### src/logic/gamma_pkg.sv
package gamma_pkg;

  localparam int unsigned stream_data_w = 32;

  typedef struct packed {
    logic [stream_data_w-1:0]   tdata;
    logic [stream_data_w/8-1:0] tkeep;
    logic                       tlast;
    logic                       tuser;  // start of frame
    logic                       tvalid;
  } axis_beat_t;

  typedef struct packed {
    logic        awvalid;
    logic [31:0] awaddr;
    logic        wvalid;
    logic [31:0] wdata;
    logic [3:0]  wstrb;
    logic        bready;
    logic        arvalid;
    logic [31:0] araddr;
    logic        rready;
  } axil_req_t;

  typedef struct packed {
    logic        awready;
    logic        wready;
    logic        bvalid;
    logic [1:0]  bresp;
    logic        arready;
    logic        rvalid;
    logic [31:0] rdata;
    logic [1:0]  rresp;
  } axil_rsp_t;

  localparam logic [1:0] resp_okay   = 2'b00;
  localparam logic [1:0] resp_slverr = 2'b10;

  localparam logic [31:0] reg_ctrl_off = 32'h0;
  localparam logic [31:0] reg_lut_off  = 32'h4;
  localparam logic [31:0] reg_last_off = 32'h8;  // table write count

  typedef struct packed {
    logic [30:0] rsvd;
    logic        enable;
  } ctrl_word_t;

  typedef struct packed {
    logic [15:0] index;
    logic [15:0] value;
  } lut_word_t;

  typedef union packed {
    ctrl_word_t ctrl;
    lut_word_t  lut;
  } csr_word_u;

  typedef struct packed {
    logic        we;
    logic [15:0] addr;
    logic [15:0] data;
  } lut_wr_t;

endpackage

### src/logic/gamma_corrector.sv
`timescale 1ns/10ps

module gamma_corrector import gamma_pkg::*; #(
  parameter int unsigned PX_WIDTH = 10
) (
  input  logic                     clk_i,
  input  logic                     rst_n_i,
  input  logic                     enable_i,
  input  axis_beat_t               video_i,
  output logic                     video_ready_o,
  output axis_beat_t               video_o,
  input  logic                     video_ready_i,
  output logic [2:0][PX_WIDTH-1:0] lut_addr_o,
  input  logic [2:0][PX_WIDTH-1:0] lut_data_i,
  output logic                     lut_en_o
);

  axis_beat_t               s1_q;     // beat waiting on its table lookups
  logic                     s1_en_q;
  axis_beat_t               s2_beat;
  axis_beat_t               out_q;
  logic [stream_data_w-1:0] px_word;
  logic                     advance;

  // whole pipe moves or stalls as one
  assign advance       = ~out_q.tvalid | video_ready_i;
  assign video_ready_o = advance;
  assign lut_en_o      = advance;

  // stage 1: channel split straight into the table read ports
  always_comb begin
    for (int c = 0; c < 3; c++) begin
      lut_addr_o[c] = video_i.tdata[c*PX_WIDTH +: PX_WIDTH];
    end
  end

  always_ff @(posedge clk_i or negedge rst_n_i) begin
    if (!rst_n_i) begin
      s1_q    <= '0;
      s1_en_q <= 1'b0;
    end else if (advance) begin
      s1_q    <= video_i;
      s1_en_q <= enable_i;  // enable follows the beat
    end
  end

  // stage 2: swap in the table values, upper bits untouched
  always_comb begin
    px_word = s1_q.tdata;
    if (s1_en_q) begin
      for (int c = 0; c < 3; c++) begin
        px_word[c*PX_WIDTH +: PX_WIDTH] = lut_data_i[c];
      end
    end
  end

  always_comb begin
    s2_beat       = s1_q;
    s2_beat.tdata = px_word;
  end

  always_ff @(posedge clk_i or negedge rst_n_i) begin
    if (!rst_n_i) begin
      out_q <= '0;
    end else if (advance) begin
      out_q <= s2_beat;
    end
  end

  assign video_o = out_q;

endmodule

### config.mk
export PLATFORM = sky130hd
export DESIGN_NAME = gamma_corrector
export DESIGN_NICKNAME = d
export VERILOG_FILES = /design/src/logic/gamma_pkg.sv /design/src/logic/gamma_corrector.sv
export SDC_FILE = /design/constraint.sdc
export NUM_CORES = 1
export LEC_CHECK = 0
export ABC_AREA = 0
export BUFFER_PORTS_ARGS = -buffer_cell sky130_fd_sc_hd__buf_2
export CORE_MARGIN = 8
export CORE_UTILIZATION = 40
export CTS_CLUSTER_SIZE = 24
export DETAILED_ROUTE_END_ITERATION = 7
export PLACE_DENSITY = 0.79
export SKIP_LAST_GASP = 1
export SLEW_MARGIN = 20
export SYNTH_ARGS = -nofsm -noshare
export SYNTH_HDL_FRONTEND = slang
export SYNTH_SLANG_ARGS = --single-unit
### constraint.sdc
create_clock -name clk_i -period 3.1 [get_ports clk_i]
set_input_delay 0.62 -clock clk_i [delete_from_list [all_inputs] [get_ports clk_i]]
set_output_delay 0.62 -clock clk_i [all_outputs]
set_load 0.05 [all_outputs]
---- After elaboration in Yosys (flattened, before gate mapping) ----
Cells that the tools add are included.
cells by class
  muxes and demuxes ....................... 1
  bitwise operators ....................... 2
operators with widths
  operator           number
  30-bit 2-to-1 mux  1
  1-bit NOT          1
  1-bit OR           1
word-level totals
  register bits ........................... 79
  bits of input ports ..................... 73
  word-level logic and storage cells ...... 14

---- Depth between registers and ports, before layout ----
  depth after elaboration ................. 2
  mapped depth ............................ 4
  gate-level depth less buffers ........... 2

---- Least setup slack after synthesis ----
OpenSTA, ideal clock, no wires.
  kind .................................... input to output
  start ................................... in video_ready_i
  end ..................................... out video_ready_o
  arrival time ............................ 1.300 ns
  data required time ...................... 2.480 ns
  slack ................................... 1.180 ns
  cell stages on the path ................. 4
  buffers on the path ..................... 3
  cells stage by stage .................... nand2b_1 -> buf_4 -> buf_6 -> buf_4
on the way
  longest elaborated chain between the ends .. 1
RTL lines
  what                line                   RTL
  start: declaration  gamma_corrector.sv:12  input logic video_ready_i,
  1-bit OR            gamma_corrector.sv:26  assign advance = ~out_q.tvalid | video_ready_i;
  end: declaration    gamma_corrector.sv:10  output logic video_ready_o,
Every way passes these cells.

---- Worst setup path in the final report ----
  start ................................... reg out_q (netlist bit video_o[0])
  end ..................................... out video_ready_o
on the way
  longest elaborated chain between the ends .. 2
RTL lines
  what                      line                   RTL
  start: declaration        gamma_corrector.sv:21  axis_beat_t out_q;
  start signal: assignment  gamma_corrector.sv:66  out_q <= s2_beat;
  1-bit NOT                 gamma_corrector.sv:26
  1-bit OR                  gamma_corrector.sv:26
Every way passes these cells.

==> flow_summary_export.csv <==
group,metric,value,unit
clock_network,cts_tree,"built",
detailed_routing,ant_nets,0,
power,p_leak,2.335,nW
worst_hold_path,hp-class,"in -> async",
clock_network,cts_root_buf,"clkbuf_8",
floorplan,initial_core_util,41.10,%
global_routing,grt_pass1_wl,12520,µm
floorplan,placementRows,35,
detailed_routing,via_per_inst,4.687,
status,outcome,"finished, final reports clean",
sta,maxSlewHeadroom,46.90,%
global_routing,grt_max_degree,64,
yosys,yosysWarnings,0,
clock_network,clkSinkCount,79,
cells_and_area,mostFrequentLayoutCells,"buf_2, dfrtp_1, mux2_4",
critical_path,cp.arrival,1.53,ns
clock_network,post_cts.repair.setup_buffers,0,
cells_and_area,nets,420,
critical_path,critPathLaunchType,"flip-flop",
cells_and_area,antenna_cells,0,
detailed_routing,dr_total_vias,2170,
clock_network,cts.hold.buffers_added,0,
clock_network,htree_levels,3,
global_routing,grt_overflow,0,
clock_network,clk_pin_slew,0.09,ns
global_routing,grt_use_total,12.14,%
detailed_routing,wire_per_inst,16.33,µm
clock_network,ctsResizeCount,0,
power,power_density,743.2,nW/µm²
yosys,syn_nets,305,
yosys,synth_fa_ha_area_share,0,%
yosys,ys_types,6,
yosys,syn_inst,232,
sta,finClkSkew,0.01027,ns
cells_and_area,drive_above_1_share,77.27,%
yosys,synth_top_family_by_area,"multiplexers",
floorplan,dieWidth,113.2,µm
sta,period_share,69.21,%
power,p_sw_share,34.17,%
yosys,synth_xor_area_share,0,%
run,cap_violations,0,
clock_network,cts_inserted_buffers,9,
yosys,synth_area,3780,µm²
cells_and_area,final_common_cell,"buf_2",
yosys,synth_seq_cells,79,
power,seqPwrFrac,38.5,%
critical_path,critical_path_class,"reg -> out",
cells_and_area,regArea,1978,µm²
detailed_routing,dr.pass1.iters,3,
yosys,seq_area_frac_synth,52.30,%
sta,final_max_slew_viol_count,0,
clock_network,insertion_delay,0.34,ns
power,power.total,0.003413,W
floorplan,dieArea,12820,µm²
sta,finalSetupViolations,0,
power,ir_worst_vdd,0.3598,mV
cells_and_area,area_growth_syn_to_layout,21.48,%
critical_path,cp_max_fo,34,
critical_path,critPathRequiredTime,2.48,ns
clock_network,clockBufferDepth,2,
floorplan,die_h,113.2,µm
placement,port_buffers,143,
floorplan,io_pins,144,
placement,place_congestion,0.6963,
sta,clock.fmax,0.4661,GHz
cells_and_area,multi_input_area,1454,µm²
yosys,muxShareOfSynthArea,37.93,%
sta,period_minus_slack,2.146,ns
placement,hpwl,5535,µm
power,p_clk_share,29.0,%
detailed_routing,drc,0,
sta,hold_viol,0,
power,p_int,0.002246,W
detailed_routing,dr.first_iter.drc_count,67,
critical_path,endpoint_kind,"primary output",
sta,rsz0062_at_grt,"no",
global_routing,grt_pass1_vias,2512,
floorplan,core,9196,µm²
cells_and_area,final_util,49.93,%
power,p_comb_share,32.5,%
sta,tns,0,ns
yosys,yosys.area_share.simple,0.3310,%
yosys,post_synth.cell_area_avg,16.29,µm²
sta,worstMarginPinSlew,0.7964,ns
yosys,synth_compound_area_share,0,%
critical_path,regToRegSetupSlack,1.23,ns
cells_and_area,fillCellCount,816,
global_routing,antenna_found_initial,0,
power,p_sw,0.001166,W
detailed_routing,wl,7561,µm
power groups by stage:
| stage | Sequential, W | Clock [W] | Combinational (W) |
|---|---|---|---|
| after detailed placement | 0.00134 | 0 | 0.00112 |
| final | 0.00131 | 0.000991 | 0.00111 |
| after global placement | 0.00132 | 0 | 0.00111 |
| after global routing | 0.00134 | 0.00107 | 0.00116 |
| after floorplan | 0.00169 | 0 | 0.000535 |
| after CTS | 0.00132 | 0.00102 | 0.00112 |
cells in the mapped netlist:
| cell type | instances | area, µm² |
|---|---|---|
| dfrtp_1 | 79 | 1977 |
| nand2b_1 | 2 | 12.51 |
| mux2_2 | 50 | 563.0 |
| buf_4 | 34 | 255.2 |
| mux2_4 | 58 | 870.8 |
| buf_6 | 9 | 101.4 |
registers in the layout, indices dropped and copies added, names as in the netlist:
name / count
s1_en_q: 1
px_word: 2
video_o: 39
s1_q: 37
kinds of logic after synthesis:
family	Yosys count
multiplexers	108
flip-flops	79
buffers and inverters	43
AND/OR/NAND/NOR	2
metrics by stage:
stage                     setup WS, ns  instance area (µm²)  hold WS, ns  std cells
final                           0.9544                 4592       0.3364        463
after global routing            0.8497                 4592       0.3978        463
after CTS                       0.8994                 4592       0.3724        463
after detailed placement        0.9549                 4332       0.4562        447
after global placement          0.9935                 4332       0.4615        447
after floorplan                  1.180                 3780       0.3244        232
metal layers:
layer  GRT usage [%]  wire (µm)
met3           5.005        572
met5               0          0
met1           13.75       3085
met4           4.529         87
met2           20.08       3815
area by class of cell:
class / instances / area share, %
flip-flops and latches: 79 / 43.08
clock inverters: 6 / 2.888
repair buffers: 147 / 16.57
multi-input cells: 110 / 31.66
well taps: 111 / 3.025
clock buffers: 10 / 2.779
final timing paths:
path	cells after the start	end	from
setup / recovery	2	video_ready_o	video_o[0]
hold / removal	1	video_o[26]	rst_n_i
setup reg to reg	3	video_o[32]	s1_en_q
hold reg to reg	1	video_o[0]	s1_q[0]
max in group asynchronous	2	s1_q[30]	rst_n_i
min in group clk_i	1	video_o[0]	s1_q[0]
worst max-delay path, stage by stage (launching register included):
cell and delay, ns:
dfrtp_1 0.43, nand2b_4 0.39, buf_2 0.36
(Power assumes the default switching activity.)
