[src/logic/gamma_pkg.sv]
package gamma_pkg;

  localparam int unsigned stream_data_w = 32;

  typedef struct packed {
    logic [stream_data_w-1:0]   tdata;
    logic [stream_data_w/8-1:0] tkeep;
    logic                       tlast;
    logic                       tuser;  // start of frame
    logic                       tvalid;
  } axis_beat_t;

  typedef struct packed {
    logic        awvalid;
    logic [31:0] awaddr;
    logic        wvalid;
    logic [31:0] wdata;
    logic [3:0]  wstrb;
    logic        bready;
    logic        arvalid;
    logic [31:0] araddr;
    logic        rready;
  } axil_req_t;

  typedef struct packed {
    logic        awready;
    logic        wready;
    logic        bvalid;
    logic [1:0]  bresp;
    logic        arready;
    logic        rvalid;
    logic [31:0] rdata;
    logic [1:0]  rresp;
  } axil_rsp_t;

  localparam logic [1:0] resp_okay   = 2'b00;
  localparam logic [1:0] resp_slverr = 2'b10;

  localparam logic [31:0] reg_ctrl_off = 32'h0;
  localparam logic [31:0] reg_lut_off  = 32'h4;
  localparam logic [31:0] reg_last_off = 32'h8;  // table write count

  typedef struct packed {
    logic [30:0] rsvd;
    logic        enable;
  } ctrl_word_t;

  typedef struct packed {
    logic [15:0] index;
    logic [15:0] value;
  } lut_word_t;

  typedef union packed {
    ctrl_word_t ctrl;
    lut_word_t  lut;
  } csr_word_u;

  typedef struct packed {
    logic        we;
    logic [15:0] addr;
    logic [15:0] data;
  } lut_wr_t;

endpackage

[src/logic/gamma_csr.sv]
`timescale 1ns/10ps

module gamma_csr import gamma_pkg::*; #(
  parameter logic [31:0] CSR_BASE_ADDR = 32'h0,
  parameter int unsigned PX_WIDTH      = 10
) (
  input  logic      clk_i,
  input  logic      rst_n_i,
  input  axil_req_t csr_req_i,
  output axil_rsp_t csr_rsp_o,
  output lut_wr_t   lut_wr_o,
  output logic      enable_o
);

  logic [31:0] wr_off;
  logic [31:0] rd_off;
  logic        wr_hs;
  logic        rd_hs;
  logic        wr_hit;
  logic        rd_hit;
  csr_word_u   wr_word;
  csr_word_u   rd_word;
  logic        bvalid_q;
  logic [1:0]  bresp_q;
  logic        rvalid_q;
  logic [31:0] rdata_q;
  logic [1:0]  rresp_q;
  logic        enable_q;
  logic        lut_we_q;
  logic [15:0] lut_addr_q;
  logic [15:0] lut_data_q;
  logic [31:0] last_word_q;
  logic [15:0] wr_cnt_q;

  assign wr_off  = csr_req_i.awaddr - CSR_BASE_ADDR;
  assign rd_off  = csr_req_i.araddr - CSR_BASE_ADDR;
  assign wr_word = csr_word_u'(csr_req_i.wdata);

  // address and data are taken together, one write in flight
  assign wr_hs  = csr_req_i.awvalid & csr_req_i.wvalid & ~bvalid_q;
  assign rd_hs  = csr_req_i.arvalid & ~rvalid_q;
  assign wr_hit = (wr_off == reg_ctrl_off) || (wr_off == reg_lut_off) ||
                  (wr_off == reg_last_off);  // count reg ignores writes

  always_comb begin
    rd_word = '0;
    rd_hit  = 1'b1;
    case (rd_off)
      reg_ctrl_off: rd_word.ctrl.enable = enable_q;
      reg_lut_off:  rd_word = csr_word_u'(last_word_q);
      reg_last_off: rd_word = csr_word_u'(32'(wr_cnt_q));
      default:      rd_hit = 1'b0;
    endcase
  end

  always_ff @(posedge clk_i or negedge rst_n_i) begin
    if (!rst_n_i) begin
      bvalid_q    <= 1'b0;
      enable_q    <= 1'b0;
      lut_we_q    <= 1'b0;
      last_word_q <= '0;
      wr_cnt_q    <= '0;
    end else begin
      lut_we_q <= 1'b0;  // single cycle strobe
      if (wr_hs) begin
        bvalid_q <= 1'b1;
        if (wr_off == reg_ctrl_off) begin
          enable_q <= wr_word.ctrl.enable;
        end
        if (wr_off == reg_lut_off) begin
          lut_we_q    <= 1'b1;
          last_word_q <= wr_word;
          wr_cnt_q    <= wr_cnt_q + 16'd1;  // wraps at 2^16
        end
      end else if (csr_req_i.bready) begin
        bvalid_q <= 1'b0;
      end
    end
  end

  always_ff @(posedge clk_i or negedge rst_n_i) begin
    if (!rst_n_i) begin
      rvalid_q <= 1'b0;
    end else if (rd_hs) begin
      rvalid_q <= 1'b1;
    end else if (csr_req_i.rready) begin
      rvalid_q <= 1'b0;
    end
  end

  always_ff @(posedge clk_i) begin
    if (wr_hs) begin
      bresp_q    <= wr_hit ? resp_okay : resp_slverr;
      lut_addr_q <= 16'(wr_word.lut.index[PX_WIDTH-1:0]);  // drop bits above px width
      lut_data_q <= 16'(wr_word.lut.value[PX_WIDTH-1:0]);
    end
    if (rd_hs) begin
      rdata_q <= rd_word;
      rresp_q <= rd_hit ? resp_okay : resp_slverr;
    end
  end

  assign csr_rsp_o = '{
    awready: wr_hs,
    wready:  wr_hs,
    bvalid:  bvalid_q,
    bresp:   bresp_q,
    arready: ~rvalid_q,
    rvalid:  rvalid_q,
    rdata:   rdata_q,
    rresp:   rresp_q
  };

  assign lut_wr_o = '{we: lut_we_q, addr: lut_addr_q, data: lut_data_q};
  assign enable_o = enable_q;

endmodule

[config.mk]
export PLATFORM = sky130hd
export DESIGN_NAME = gamma_csr
export DESIGN_NICKNAME = d
export VERILOG_FILES = /design/src/logic/gamma_pkg.sv /design/src/logic/gamma_csr.sv
export SDC_FILE = /design/constraint.sdc
export NUM_CORES = 1
export LEC_CHECK = 0
export BUFFER_PORTS_ARGS = -buffer_cell sky130_fd_sc_hd__buf_2
export CAP_MARGIN = 20
export CORE_MARGIN = 2
export CORE_UTILIZATION = 50
export CTS_CLUSTER_DIAMETER = 30
export DETAILED_ROUTE_END_ITERATION = 10
export PLACE_DENSITY = 0.78
export SLEW_MARGIN = 20
export SYNTH_ARGS = -nofsm -noshare
export SYNTH_HDL_FRONTEND = slang
export SYNTH_SLANG_ARGS = --single-unit
[constraint.sdc]
create_clock -name clk_i -period 6.97 [get_ports clk_i]
set_input_delay 0.697 -clock clk_i [delete_from_list [all_inputs] [get_ports clk_i]]
set_output_delay 0.697 -clock clk_i [all_outputs]
set_load 0.03 [all_outputs]
# After elaboration in Yosys (flattened, before gate mapping)
# Index checks and enable logic that the tools add are counted.
[totals] input_bits=107 regBits=108
[classes] mux=11 n_reduce_logical=9 addsub=1 n_bitwise=5 eq_ne=4
[op_table] operator="== test 32 x 3 -> 1 bit, second input constant" count=2
[op_table] operator="== test 32 x 4 -> 1 bit, second input constant" count=2
[op_table] operator="zero test 32 bit" count=2
[op_table] operator="one-hot mux 31 bit (2 select lines)" count=1
[op_table] operator="adder 16 x 1 -> 16 bit, second input constant" count=1
[op_table] operator="2-to-1 mux 1 bit" count=7
[op_table] operator="2-to-1 mux 2 bit" count=2
[op_table] operator="AND reduction 2 bit" count=2
[op_table] operator="nonzero test 2 bit" count=2
[op_table] operator="bitwise AND 1 bit" count=3
[op_table] operator="one-hot mux 1 bit (3 select lines)" count=1
[op_table] operator="OR reduction 3 bit" count=1
[op_table] operator="logical OR 1 bit" count=2
[op_table] operator="inverter 1 bit" count=2

# Logic depth before layout (Yosys ltp)
# Gate-level depths: netlist (run 1).
[depth] depth_word=4 ltp_mapped=6 ltp_nobuf=5

# Worst setup path after synthesis (run 1)
# OpenSTA, ideal clock, no wires.
[synth_timing] path_kind="input -> register" startpoint="input csr_req_i[71] (netlist bit)" endpoint="register last_word_q[0]" setup_time_ns=0.127 setup_slack_ns=4.077 t_required_ns=6.843 n_path_buf=2 cell_stages=6 arrival_ns=2.765 path_cell_list="and3b_1 -> clkbuf_1 -> nand2b_1 -> nor4_4 -> buf_6 -> mux2_1"
[synth_via] elab_chain_cells=3
[synth_rtl] element="start: declaration" line="gamma_csr.sv:9" text="input axil_req_t csr_req_i,"
[synth_rtl] element="bitwise AND 1 bit (2 in series)" line="gamma_csr.sv:40" text="assign wr_hs = csr_req_i.awvalid & csr_req_i.wvalid & ~bvalid_q;"
[synth_rtl] element="via wr_hs" line="gamma_csr.sv:17" text="logic wr_hs;"
[synth_rtl] element="AND reduction 2 bit (no source line)"
[synth_rtl] element="end signal: assignment" line="gamma_csr.sv:72" text="last_word_q <= wr_word;"
[synth_rtl] element="end: declaration" line="gamma_csr.sv:32" text="logic [31:0] last_word_q;"
# The timed path passes the listed nets, and every way through them passes these cells.
# A chain may end at the register's enable or synchronous reset.

# Worst setup path after layout (run 1)
[layout_timing] startpoint="input csr_req_i[85] (netlist bit)" endpoint="register last_word_q[18]"
[layout_via] elab_chain_cells=2
[layout_rtl] element="== test 32 x 3 -> 1 bit" line="gamma_csr.sv:70" text="if (wr_off == reg_lut_off) begin"
[layout_rtl] element="AND reduction 2 bit (no source line)"
# No other way between the ends.

==> results.cfg, run 1 <==
[drt]
vias_per_cell = 5.306
route.detailed.drc = 0
initialDrtViolationCount = 110
final_antenna_net_count = 0
vias = 3104
dr.pass1.iters = 4
wl_per_cell_microns = 16.12
routed_wl_mm = 9.433

[power_and_ir_drop]
p_switching_uw = 293.5
clkPwrFrac = 0.326
p_sw_frac = 0.2422
p_comb_frac = 0.109
internal_power_uw = 918.3
peakVddDrop_v = 0.0001067
p_seq_frac = 0.565
power_leakage_nw = 2.661
power_density_nw_per_um2 = 220.9

[sta]
setup_tns_ps = 0
hold_viol = 0
worstMarginPinSlew_ps = 957.4
finalCritPeriodShare = 0.4641
setup-violations-final = 0
rsz0062_at_grt = no
finalClockSkew_ps = 8.874
maxSlewHeadroom = 0.3604
fmax_mhz = 309.1
finalMaxSlewViolations = 0
fin_crit_ps = 3235

[place]
place_congestion = 0.7962
dp_hpwl_mm = 6.646
dp_cells = 570
io_buffers = 163

[logic_synthesis]
yosysUniqueCellTypes = 37
synth_seq_area_share = 0.6538
ys_ff_latch = 106
syn-instance-count = 320
syn-mean-instance-area_sq_um = 13.97
synth_area_sq_um = 4471
yosysWarningCount = 0

[clocking]
h-tree-depth = 3
clk_latency_ps = 350
cts.sinks = 106
cts_buffers = 9
cts_tree = yes
root_buffer = clkbuf_8
cts_resized = 0
hold_buffers = 0
post_cts_buffers = 0
clk_pin_slew_worst_paths_ps = 90
clockBufferDepth = 2

[die]
die_w_microns = 98.56
chipHeight_microns = 98.56
initial_core_util = 0.5151
core_sq_um = 8678
ios = 182
dieArea_sq_um = 9713
fp-row-count = 34

[final_layout]
layout_common_cells = buf_2 (163), edfxtp_1 (54), dfrtp_1 (52), mux2_1 (29), nor4_1 (25)
diodes = 0
final_cells = 585
area_growth_pct = 22.70
fin_nets = 581
drive_above_1_share = 0.4025
layout_commonest_cell = buf_2

[critical_path]
critical_path_class = primary input to flip-flop
arrival_ps = 3460
crit_path_max_fanout = 24
cp.required_ps = 7200
cp-end-kind = flip-flop
crit_path_start_kind = primary input

[global_route]
grt_start_max_net_pins = 53
grt_pass1_vias = 3073
grt_pass1_wl_mm = 14.74
grt_overflow = 0
grt_usage = 0.1935
grt_antenna_before_repair = 0

[status]
status = completed

[flow_run]
maxCapViolCount = 0

[hold_path]
hp-class = primary input to async pin
-- power by group through the flow --
| stage | clock network [mW] | logic (mW) | registers (mW) |
|---|---|---|---|
| 6_report | 0.395 | 0.132 | 0.684 |
| 3_5_place_dp | 0 | 0.134 | 0.698 |
| 4_1_cts | 0.403 | 0.134 | 0.685 |
| 2_1_floorplan | 0 | 0.0438 | 0.734 |
| 5_1_grt | 0.426 | 0.141 | 0.686 |
| 3_3_place_gp | 0 | 0.131 | 0.698 |
-- metrics by stage --
stage          instance area, sq um  power [mW]  setup slack, ps    util  hold slack [ps]
2_1_floorplan                  4519      0.7777             4077       -            401.4
3_3_place_gp                   5270      0.8289             3413  0.6073            459.1
3_5_place_dp                   5278      0.8320             3377  0.6081            466.7
4_1_cts                        5485       1.222             3741  0.6321            477.3
5_1_grt                        5485       1.253             3486  0.6321            492.7
6_report                       5485       1.212             3735  0.6321            454.4
-- worst max-delay path: stages --
cell,delay (ps)
buf_2,100
nor4_1,290
nand4_1,640
nor4_4,870
buf_4,470
mux2_1,370
-- per-layer routing --
metal / GRT usage / wire, microns / vias up
met3: 0.03759 / 754 / 11
met4: 0.07271 / 154 / 0
met1: 0.2431 / 3712 / 1477
met5: 0 / 0 / -
li1: - / - / 1465
met2: 0.3344 / 4812 / 151
-- flip-flops by register name, summed over array words and instances, names as in the netlist --
register / cells
rvalid_q: 1
lut_addr_q: 10
lut_we_q: 1
rdata_q: 32
wr_cnt_q: 16
bresp_q: 1
last_word_q: 32
lut_data_q: 10
bvalid_q: 1
rresp_q: 1
enable_o: 1
-- area by class of cell --
type / instances / area [sq um]
clock inverters: 5 / 80.08
clock buffers: 10 / 127.6
multi-input cells: 187 / 1370
flip-flops and latches: 106 / 2923
well taps: 108 / 135.1
fillers: 671 / 3193
repair buffers: 166 / 838.3
inverters: 3 / 11.26
-- Yosys cell counts --
| library cell | instances | share of area |
|---|---|---|
| o21bai_1 | 1 | 0.0017 |
| and4b_1 | 1 | 0.0022 |
| and3b_1 | 1 | 0.0020 |
| nand4_2 | 1 | 0.0028 |
| nor2b_1 | 4 | 0.0056 |
| nand4b_1 | 1 | 0.0020 |
| or2_2 | 1 | 0.0014 |
| nand4_1 | 10 | 0.014 |
| nand3b_1 | 1 | 0.0017 |
| and3_1 | 18 | 0.025 |
| clkbuf_1 | 14 | 0.012 |
| a21o_1 | 1 | 0.0017 |
| dfrtp_1 | 52 | 0.29 |
| nor4_2 | 2 | 0.0056 |
| nor4_4 | 1 | 0.0048 |
| a22oi_1 | 15 | 0.025 |
| nor3_1 | 1 | 0.0011 |
| nor4b_1 | 1 | 0.0020 |
| buf_6 | 3 | 0.0076 |
| nand2_1 | 7 | 0.0059 |
| and4_1 | 3 | 0.0059 |
| nor2_1 | 21 | 0.018 |
| nand3_1 | 2 | 0.0022 |
| nand2b_1 | 2 | 0.0028 |
| edfxtp_1 | 54 | 0.36 |
| mux2_1 | 29 | 0.073 |
| nor4_1 | 25 | 0.035 |
| xor2_1 | 15 | 0.029 |
| mux2i_1 | 1 | 0.0022 |
| buf_1 | 1 | 0.00084 |
| conb_1 | 1 | 0.00084 |
| inv_1 | 3 | 0.0025 |
| and2_1 | 1 | 0.0014 |
| ha_1 | 1 | 0.0028 |
| a21oi_1 | 1 | 0.0011 |
| buf_4 | 19 | 0.032 |
| mux2_2 | 5 | 0.013 |
-- worst paths after layout --
check | startpoint | end | slack (ps) | cells past startpoint
setup / recovery | csr_req_i[85] | last_word_q[18] | 3740 | 6
hold / removal | rst_n_i | bvalid_q | 450 | 2
setup reg to reg | bvalid_q | last_word_q[18] | 4000 | 6
hold reg to reg | wr_cnt_q[15] | wr_cnt_q[15] | 480 | 1
max in group asynchronous | rst_n_i | wr_cnt_q[8] | 6060 | 2
min in group clk_i | wr_cnt_q[15] | wr_cnt_q[15] | 480 | 1
-- cell families after synthesis --
group	after synthesis	share of synthesized area
AO/OA/AOI/OAI	18	0.02967
buffers and inverters	40	0.05458
AND/OR/NAND/NOR	104	0.1411
flip-flops	106	0.6538
adder cells (fa/ha/maj)	1	0.002798
XOR/XNOR	15	0.02939
other	1	0.0008388
multiplexers	35	0.08788
Note: power is estimated with default switching activity, not from simulation.
==> run 2, diff against run 1 <==
--- a/config.mk
+++ b/config.mk
@@ -8,10 +8,10 @@
 export BUFFER_PORTS_ARGS = -buffer_cell sky130_fd_sc_hd__buf_2
 export CAP_MARGIN = 20
 export CORE_MARGIN = 2
-export CORE_UTILIZATION = 50
+export CORE_UTILIZATION = 43
 export CTS_CLUSTER_DIAMETER = 30
 export DETAILED_ROUTE_END_ITERATION = 10
-export PLACE_DENSITY = 0.78
+export PLACE_DENSITY = 0.71
 export SLEW_MARGIN = 20
 export SYNTH_ARGS = -nofsm -noshare
 export SYNTH_HDL_FRONTEND = slang
==> constraint.sdc (replaced) <==
create_clock -name clk_i -period 2.85 [get_ports clk_i]
set_input_delay 0.285 -clock clk_i [delete_from_list [all_inputs] [get_ports clk_i]]
set_output_delay 0.285 -clock clk_i [all_outputs]
set_load 0.03 [all_outputs]
==> results.cfg, run 2 (same netlist as run 1, synthesis figures left out) <==
[die]
chipHeight_microns = 106.0
die_w_microns = 106.0
ios = 182
fp-row-count = 37
initial_core_util = 0.4370
dieArea_sq_um = 11230
core_sq_um = 10230

[place]
dp_cells = 602
dp_hpwl_mm = 6.782
place_area_sq_um = 5338
dp_slack_ps = 610.8
io_buffers = 163
place_congestion = 0.8162

[critical_path]
crit_path_start_kind = flip-flop
cp-end-kind = flip-flop
arrival_ps = 2400
crit_path_max_fanout = 34
reg2regPathDepth = 5
cp.required_ps = 3100
critical_path_class = flip-flop to flip-flop

[power_and_ir_drop]
power_density_nw_per_um2 = 532.9
p_total_mw = 2.961
peakVddDrop_v = 0.0001969
p_comb_frac = 0.109
clkPwrFrac = 0.325
internal_power_mw = 2.247
p_switching_uw = 714.2
p_sw_frac = 0.2412
p_seq_frac = 0.565
power_leakage_nw = 2.685

[final_layout]
reg_top3 = last_word_q: 32 flops, rdata_q: 32 flops, wr_cnt_q: 16 flops
fillers = 854
multi_input_area_sq_um = 1365
fin_area_sq_um = 5557
drive_above_1_share = 0.4058
fin_nets = 586
post-route-util = 0.5431
seq_area_sq_um = 2923
area_growth_pct = 24.29
final_cells = 619
diodes = 0
layout_common_cells = buf_2 (163), edfxtp_1 (54), dfrtp_1 (52), mux2_1 (29), nor4_1 (25)
layout_commonest_cell = buf_2

[drt]
dr.max_layer_used = met4
routed_wl_mm = 9.528
initialDrtViolationCount = 162
route.detailed.drc = 0
wl_per_cell_microns = 15.39
vias_per_cell = 5.015
wl_met3_microns = 564
wl_met1_mm = 4.044
final_antenna_net_count = 0
dr.pass1.iters = 4
vias = 3104
met2_length_mm = 4.757

[clocking]
cts.sinks = 106
clockBufferDepth = 2
clk_pin_slew_worst_paths_ps = 90
h-tree-depth = 3
cts_buffers = 9
root_buffer = clkbuf_8
cts_resized = 0
cts_tree = yes
clk_latency_ps = 360
post_cts_buffers = 0
hold_buffers = 1

[global_route]
grt_antenna_before_repair = 0
grt_overflow = 0
grt_pass1_wl_mm = 15.04
grt_pass1_vias = 3113
grt_usage = 0.1721
grt_start_max_net_pins = 35

[hold_path]
hp-class = primary input to flip-flop
whs_path_depth = 2

[sta]
fmax_mhz = 464.3
setup-violations-final = 0
finalMaxSlewViolations = 0
rsz0062_at_grt = no
finalClockSkew_ps = 7.154
maxSlewHeadroom = 0.3543
worstMarginPinSlew_ps = 966.5
hold_viol = 0
fin_crit_ps = 2154
finalHoldWorstSlack_ps = 89.29
setup_tns_ps = 0
setup_ws_ps = 696.2
finalCritPeriodShare = 0.7557

[status]
status = completed

[flow_run]
maxCapViolCount = 0
## run 2: area by class of cell
cell class	instances	area share
sequential	106	0.5260
multi-input combinational	187	0.2457
timing repair buffer	171	0.1581
tap	136	0.03062
clock buffer	10	0.02297
clock inverter	6	0.01464
inverter	3	0.002027
## run 2: power by group through the flow
stage / Sequential (mW) / Clock [mW] / Combinational (mW)
floorplan: 1.79 / 0 / 0.107
detailed placement: 1.71 / 0 / 0.328
global placement: 1.71 / 0 / 0.323
global route: 1.68 / 1.05 / 0.347
finish: 1.67 / 0.963 / 0.324
CTS: 1.68 / 0.988 / 0.329
## run 2: layer usage
metal  vias to the layer above  track usage
met5                         -            0
met4                         0      0.06391
met3                        10      0.03250
met2                       126       0.2982
met1                      1492       0.2153
li1                       1476            -
## run 2: path summary, 6_finish.rpt
path	startpoint	end	slack [ps]
max in group asynchronous	rst_n_i	wr_cnt_q[7]	1580
hold / removal	csr_req_i[0]	rvalid_q	90
setup reg to reg	bvalid_q	last_word_q[3]	700
min in group asynchronous	rst_n_i	bvalid_q	510
setup / recovery	bvalid_q	last_word_q[3]	700
hold reg to reg	wr_cnt_q[15]	wr_cnt_q[15]	490
## run 2: worst max-delay path, stage by stage, from the launching register on
cell,delay (ps)
dfrtp_1,400
and3b_1,260
nand2b_1,290
nor4_4,230
buf_4,450
mux2_2,390
